## src/corePkg.sv

```systemverilog
package corePkg;

	// Datapath widths
	localparam int wordWidth = 32;
	localparam int regAddrWidth = 5;
	localparam int imemDepth = 64;
	localparam int dmemDepth = 64;

	typedef logic [wordWidth-1:0] wordT;
	typedef logic [regAddrWidth-1:0] regAddrT;
	// Word index into instruction memory
	typedef logic [$clog2(imemDepth)-1:0] pcT;
	// Word index into data memory
	typedef logic [$clog2(dmemDepth)-1:0] dAddrT;
	typedef logic [2:0] aluOpT;
	typedef logic [1:0] fwdSelT;

	// --------------------
	// Opcode field
	localparam logic [5:0] opRType = 6'h00;
	localparam logic [5:0] opAddi = 6'h08;
	localparam logic [5:0] opLw = 6'h23;
	localparam logic [5:0] opSw = 6'h2b;
	localparam logic [5:0] opBeq = 6'h04;
	localparam logic [5:0] opHalt = 6'h3f;

	// Function field of R-type
	localparam logic [5:0] fnAdd = 6'h20;
	localparam logic [5:0] fnSub = 6'h22;
	localparam logic [5:0] fnAnd = 6'h24;
	localparam logic [5:0] fnOr = 6'h25;
	localparam logic [5:0] fnSlt = 6'h2a;

	// --------------------
	// ALU operations
	localparam aluOpT aluAdd = 3'd0;
	localparam aluOpT aluSub = 3'd1;
	localparam aluOpT aluAnd = 3'd2;
	localparam aluOpT aluOr = 3'd3;
	localparam aluOpT aluSlt = 3'd4;

	// Operand sources
	localparam fwdSelT fwdRegFile = 2'd0;
	localparam fwdSelT fwdMemStage = 2'd1;
	localparam fwdSelT fwdWbStage = 2'd2;

	// Run handshake states
	typedef enum logic [1:0] {runIdle, runRunning, runDraining, runDone} runStateT;

endpackage

```

## src/hazardUnit.sv

```systemverilog
`timescale 1ns/1ps

module hazardUnit
(
	input corePkg::regAddrT rsDecode,
	input corePkg::regAddrT rtDecode,
	input corePkg::regAddrT rtExec,
	input corePkg::regAddrT writeRegExec,
	input corePkg::regAddrT writeRegMem,
	input logic branchDecode,
	input logic memToRegExec,
	input logic memToRegMem,
	input logic regWriteExec,
	output logic stallFetch,
	output logic stallDecode,
	output logic flushExec
);

	logic loadUseStall;
	logic branchStall;

	// Load in execute, its data arrives one cycle too late
	assign loadUseStall = memToRegExec && (rtExec != '0) &&
		(rtExec == rsDecode || rtExec == rtDecode);

	// beq needs its operands in decode
	// ALU result still in execute, or load data still in memory
	assign branchStall = branchDecode && (
		(regWriteExec && writeRegExec != '0 &&
			(writeRegExec == rsDecode || writeRegExec == rtDecode)) ||
		(memToRegMem && writeRegMem != '0 &&
			(writeRegMem == rsDecode || writeRegMem == rtDecode)));

	// Hold fetch and decode, insert a bubble into execute
	assign stallFetch = loadUseStall || branchStall;
	assign stallDecode = loadUseStall || branchStall;
	assign flushExec = loadUseStall || branchStall;

endmodule

```

## config.mk

```make
export PLATFORM = sky130hd
export DESIGN_NAME = hazardUnit
export DESIGN_NICKNAME = d
export VERILOG_FILES = /design/src/corePkg.sv /design/src/hazardUnit.sv
export SDC_FILE = /design/constraint.sdc
export NUM_CORES = 1
export LEC_CHECK = 0
export BUFFER_PORTS_ARGS = -buffer_cell sky130_fd_sc_hd__buf_2
export CORE_MARGIN = 1.5
export CORE_UTILIZATION = 30
export DETAILED_ROUTE_END_ITERATION = 10
export PLACE_DENSITY = 0.75
export SYNTH_ARGS = -nofsm -noshare
export SYNTH_HDL_FRONTEND = slang
export SYNTH_SLANG_ARGS = --single-unit
```

## constraint.sdc

```tcl
create_clock -name vclk -period 1.3
set_input_delay 0.195 -clock vclk [all_inputs]
set_output_delay 0.195 -clock vclk [all_outputs]
set_load 0.01 [all_outputs]
```

==> results.md, run 1 <==
* CP delay by family, top: simple AND/OR/NAND/NOR gates
* Crit-path max cell delay at 0.27 ns
* Initial antenna violation count at 0
* Final hold vios at 0
* Final WS setup at -0.2324 ns
* Tmin final at 1.532 ns
* Layout clock buffer count at 0
* Grt ovf at 0
* Share of cells above drive strength 1 at 56.52%
* Actual slew at the worst max-slew pin at 0.2138 ns
* Levels on crit path at 7
* Crit-path cells: buf_2 > xnor2_1 > nand3_1 > nor3_2 > o221ai_4 > nand3_4 > buf_6
* # setup viols final at 3
* Starting Density at 34.08%
* Core Area at 1171 um2
* Sequential Power Share at 0%
* Synth Area per Inst at 7.531 um2
* I/O Buffers at 32
* Worst Path Max Fanout at 3
* Setup CP Type: input pin to output port
* Row cnt at 12
* Postcts setup bufs at 0
* Synth top area share at 57.05%
* Leak at 0.3004 nW
* Nets at 123
* Hold Startpoint: memToRegMem
* Mapped cell area at 399.1 um2
* Max cap viols at 0
* Final Wtd Congestion at 0.7675
* Final wirelength at 1480 um
* Netlist cell types at 10
* DP Area at 629.4 um2
* Core Util, Final at 65.38%
* Failing checks: negative setup slack
* Largest net degree at the start of global routing at 4
* FF/Latch Area at 0 um2
* Slew Limit Headroom at 85.64%
* GRT Overall Usage at 17.41%
* Post-Synthesis Net Count at 82
* Die Span Y at 39.48 um
* Combinational Power Share at 100.0%
* DRT antenna net count at 0
* DRC Markers at 0
* HPWL Detailed at 1066 um
* Yosys Warn Count at 0
* Area Overhead vs Synth at 91.85%
* Top post-synthesis cells by area: xnor2_1 (57%), nand3_1 (8.8%), xor2_1 (8.8%)
* Hold EP: stallDecode
* Startpoint types: input pin
* Cell Int Power at 0.1453 mW
* Type of the worst min-delay path: input pin to output port
* Status: finished, violations left
* Final instance area at 765.7 um2
* First-pass GRT wire length at 1911 um
* Via count at 532
* DIE AREA at 1558 um2
* Filler cells at 88
* Vias in the first global route at 481
* Hold path cells at 4
* Unrepaired setup endpoints after global routing: yes
* Post-Syn Instances at 53
* Top-Level Pins at 32
* Drt initial violations at 7
* Multi-input logic area at 483.0 um2
* Fin. max-slew vios at 0
* NetSw at 0.1275 mW
* Routed vias/inst at 5.019
* Pwr Density at 356.3 nW/um2
* CP Data Required Time at 1.11 ns
* VDD IR max at 0.1293 mV
* Sequential-to-total area share from yosys stat at 0%
* Flip-flop and latch count at 0
* Final period utilization at 117.9%
* Post-CTS Hold Fix Bufs at 0
* Ant. Diodes at 0
* Cell taking the most area after synthesis: xnor2_1
* Critical Path Sink Type: output port
* CP arrival at 1.34 ns
* Clock share of power at 0%
* Top cells by count, synth: xnor2_1 (26), nand3_1 (7), nand2_1 (4), xor2_1 (4), or4_1 (3)
* Die width at 39.48 um
* Switching share of power at 46.74%
* Drt wl/cell at 13.96 um
* CP max-delay cell: nor3_2
* Most common cell in the netlist: xnor2_1
* Max Freq at 652.6 MHz
* Worst Path Buf+Inv at 2
* Pre-antenna DRT Iters at 5
-- area by class of cell --
type / count / share of cell area, %
Tap cell: 14 / 2.288
Timing Repair Buffer: 41 / 34.64
Multi-Input combinational cell: 51 / 63.07
-- kinds of logic after synthesis --
group	synth area share [%]
buffers and inverters	3.761
xor gates and xnor gates	65.83
AOI/OAI and AO/OA	9.719
and+or+nand+nor	20.69
-- metal layers --
layer,share of wire [%],wire [um],global-route usage [%]
met5,0,0,0
met1,39,583,18.33
met3,4.7,69,0.5682
met2,55,814,37.30
met4,0.81,12,1.724
-- power groups by stage --
stage,combinational [mW],clock (mW),sequential [mW]
6_report,0.273,0,0
3_5_place_dp,0.220,0,0
4_1_cts,0.232,0,0
5_1_grt,0.292,0,0
2_1_floorplan,0.109,0,0
3_3_place_gp,0.213,0,0
-- cell usage in the layout, fill, tap and decap left out --
cell / instances
xnor2_1: 26
buf_2: 26
buf_4: 9
nand3_1: 6
buf_6: 6
nand2_1: 4
xor2_1: 4
or4_4: 3
o22ai_2: 2
o2111ai_4: 2
nor3_2: 2
o221ai_4: 1
nand3_4: 1
-- tightest hold or removal path, cell delays in order --
cell and delay, ns:
buf_2 0.12, o2111ai_4 0.07, nand3_4 0.08, buf_6 0.13
-- repair_timing --
| action | in CTS | in global routing |
|---|---|---|
| gates cloned | 0 | 0 |
| endpoints found under the setup margin | 3 | 3 |
| pin swaps | 4 | 9 |
| resized for setup | 7 | 14 |
-- per-stage QoR --
step                setup slack (ns)  total power [mW]  cells  TNS [ns]  hold slack [ns]
floorplan                    -0.1371            0.1095     53   -0.2743           0.5834
global placement             -0.2189            0.2131    106   -0.6552           0.7881
detailed placement           -0.2261            0.2199    106   -0.6725           0.8032
CTS                          -0.1900            0.2319    106   -0.5644           0.7758
global route                 -0.2632            0.2917    106   -0.7803           0.8014
finish                       -0.2324            0.2729    106   -0.6940           0.7931
-- how the worst max path moves through the flow --
stage / startpoint / end / slack (ns)
final: rtExec[0] / flushExec / -0.23
after global placement: writeRegExec[1] / stallDecode / -0.22
after global routing: rtExec[0] / flushExec / -0.26
after floorplan: writeRegExec[1] / stallDecode / -0.14
after CTS: writeRegMem[3] / flushExec / -0.19
after detailed placement: writeRegExec[1] / flushExec / -0.23
(Power assumes the default switching activity.)
==> inputs of run 2 (changes only) <==
--- a/config.mk
+++ b/config.mk
@@ -5,11 +5,13 @@
 export SDC_FILE = /design/constraint.sdc
 export NUM_CORES = 1
 export LEC_CHECK = 0
+export ABC_AREA = 1
 export BUFFER_PORTS_ARGS = -buffer_cell sky130_fd_sc_hd__buf_2
+export CAP_MARGIN = 5
 export CORE_MARGIN = 1.5
 export CORE_UTILIZATION = 30
 export DETAILED_ROUTE_END_ITERATION = 10
-export PLACE_DENSITY = 0.75
+export PLACE_DENSITY = 0.69
 export SYNTH_ARGS = -nofsm -noshare
 export SYNTH_HDL_FRONTEND = slang
 export SYNTH_SLANG_ARGS = --single-unit
==> results.md, run 2 <==
* Status: finished clean (was finished, violations left)
* Netlist cell types at 12 (was 10)
* Initial antenna violation count at 0 (unchanged)
* Highest-count cells in the layout ignoring fill and taps: nand2_1 (52), buf_2 (13), inv_2 (12), buf_6 (10) (was xnor2_1 (26), buf_2 (26), buf_4 (9), nand3_1 (6), buf_6 (6))
* Worst Path Max Fanout at 3 (unchanged)
* CP arrival at 1.10 ns (was 1.34 ns)
* Pwr Density at 317.2 nW/um2 (was 356.3 nW/um2)
* Startpoint types: input pin (unchanged)
* Die width at 45.25 um (was 39.48 um)
* Final wirelength at 1641 um (was 1480 um)
* Nets at 181 (was 123)
* Final WS setup at 0.006859 ns (was -0.2324 ns)
* Top post-synthesis cells by area: nand2_1 (40%), inv_1 (13%), nor2_1 (9.8%) (was xnor2_1 (57%), nand3_1 (8.8%), xor2_1 (8.8%))
* Synth Area per Inst at 4.463 um2 (was 7.531 um2)
* Post-Synthesis Net Count at 149 (was 82)
* Setup CP Type: input pin to output port (unchanged)
* DIE AREA at 2048 um2 (was 1558 um2)
* Max cap viols at 0 (unchanged)
* Top cells by count, synth: nand2_1 (57), inv_1 (19), nor2_1 (14) (was xnor2_1 (26), nand3_1 (7), nand2_1 (4), xor2_1 (4), or4_1 (3))
* Starting Density at 31.36% (was 34.08%)
* Slew Limit Headroom at 88.20% (was 85.64%)
* Vias in the first global route at 660 (was 481)
* Routed vias/inst at 4.417 (was 5.019)
* Area Overhead vs Synth at 59.35% (was 91.85%)
* Mux share of post-synthesis cell area at 0% (unchanged)
* Largest family of logic cells by synthesized area: simple AND/OR/NAND/NOR gates (was XOR/XNOR gates)
* Synth Area in Compound Gates at 4.673% (was 9.718%)
* Layout clock buffer count at 0 (unchanged)
* Mapped cell area at 535.5 um2 (was 399.1 um2)
* Post-CTS Hold Fix Bufs at 0 (unchanged)
* Unrepaired setup endpoints after global routing: yes (unchanged)
* Filler cells at 197 (was 88)
* Share of cells above drive strength 1 at 38.67% (was 56.52%)
* Largest net degree at the start of global routing at 5 (was 4)
* Final Wtd Congestion at 0.9027 (was 0.7675)
* Leak at 0.5064 nW (was 0.3004 nW)
* Max Freq at 773.3 MHz (was 652.6 MHz)
* Flip-flop and latch count at 0 (unchanged)
* DP Area at 711.9 um2 (was 629.4 um2)
* Final hold vios at 0 (unchanged)
* Ant. Diodes at 0 (unchanged)
* Row cnt at 15 (was 12)
* Most common cell in the netlist: nand2_1 (was xnor2_1)
* Post-Synth Adder-Cell Area at 0% (unchanged)
* Fin. max-slew vios at 0 (unchanged)
* Final instance area at 853.3 um2 (was 765.7 um2)
* Most common cell after layout, fill and taps aside: nand2_1
* Synth Area in XOR/XNOR at 17.99% (was 65.83%)
* Die Span Y at 45.25 um (was 39.48 um)
* Sequential-to-total area share from yosys stat at 0% (unchanged)
* Core Area at 1708 um2 (was 1171 um2)
* CP Data Required Time at 1.11 ns (about the same)
* HPWL Detailed at 1366 um (was 1066 um)
* Grt ovf at 0 (unchanged)
* DRC Markers at 0 (unchanged)
* Critical Path Sink Type: output port (unchanged)
* Final period utilization at 99.47% (was 117.9%)
* FF/Latch Area at 0 um2 (unchanged)
* Post-synthesis simple-gate area fraction at 60.51% (was 20.69%)
* Type of the worst min-delay path: input pin to output port (unchanged)
* Top-Level Pins at 32 (unchanged)
* Cell taking the most area after synthesis: nand2_1 (was xnor2_1)
* Post-Syn Instances at 120 (was 53)
* DRT antenna net count at 0 (unchanged)
* VDD IR max at 0.1425 mV (was 0.1293 mV)
* Pre-antenna DRT Iters at 4 (was 5)
* Drt initial violations at 15 (was 7)
* First-pass GRT wire length at 2601 um (was 1911 um)
* Yosys Warn Count at 0 (unchanged)
* Drt wl/cell at 9.377 um (was 13.96 um)
* Tmin final at 1.293 ns (was 1.532 ns)
* Synth top area share at 39.95% (was 57.05%)
* Actual slew at the worst max-slew pin at 0.1756 ns (was 0.2138 ns)
* Postcts setup bufs at 0 (unchanged)
* # setup viols final at 0 (was 3)
* GRT Overall Usage at 16.49% (was 17.41%)
* Pre-CTS setup slack at 0.0006006 ns (was -0.2261 ns)
* Worst hold slack at 0.7387 ns (was 0.7931 ns)
* Via count at 773 (was 532)
* I/O Buffers at 32 (unchanged)
[run 2: metal layers]
layer	wire [um]	GRT usage (%)	up-vias
li1	-	-	418
met1	715	22.38	336
met2	858	30.00	19
met3	66	0	0
met4	0	1.765	0
met5	0	0	-
[run 2: final timing paths]
kind,from,endpoint,slack [ns],depth (start not counted)
max,writeRegExec[2],flushExec,0.007,12
min,branchDecode,stallFetch,0.74,4
[run 2: logic make-up after synthesis]
family	count (synthesis)
AND/OR/NAND/NOR	82
XOR/XNOR	11
AO/OA/AOI/OAI	5
buffers and inverters	22
[run 2: where the power goes]
part | switching, mW | internal, mW
clock | 0 | 0
sequential | 0 | 0
combinational | 0.138 | 0.133
total | 0.138 | 0.133
[run 2: cell type report]
| type | instances | area, um2 | area share, % |
|---|---|---|---|
| multi-input combinational | 98 | 481.7 | 56.45 |
| timing repair buffer | 32 | 260.3 | 30.50 |
| inverter | 20 | 80.08 | 9.384 |
| tap | 25 | 31.28 | 3.666 |
[run 2: repair_timing]
action                                 CTS  global route
pin swaps                                1            21
setup endpoints to repair                3             3
cloned                                   0             0
gates resized for setup                  2            55
endpoints found under the hold margin    0             0
[run 2: through the flow]
stage	setup TNS [ns]	power, mW	utilization, %	std cells
floorplan	0	0.1205	-	120
global placement	0	0.2070	41.69	175
detailed placement	0	0.2106	41.69	175
CTS	0	0.2123	41.83	175
global route	-0.3163	0.3039	49.96	175
finish	0	0.2707	49.96	175
[run 2: critical path: stages]
cell     delay, ns
buf_4         0.10
inv_2         0.05
nand2_2       0.05
nand2_2       0.05
nor2_2        0.11
nand3_1       0.07
nand2_1       0.07
nand2_1       0.06
nand2_1       0.06
nand2_1       0.06
nand2_2       0.11
buf_6         0.12
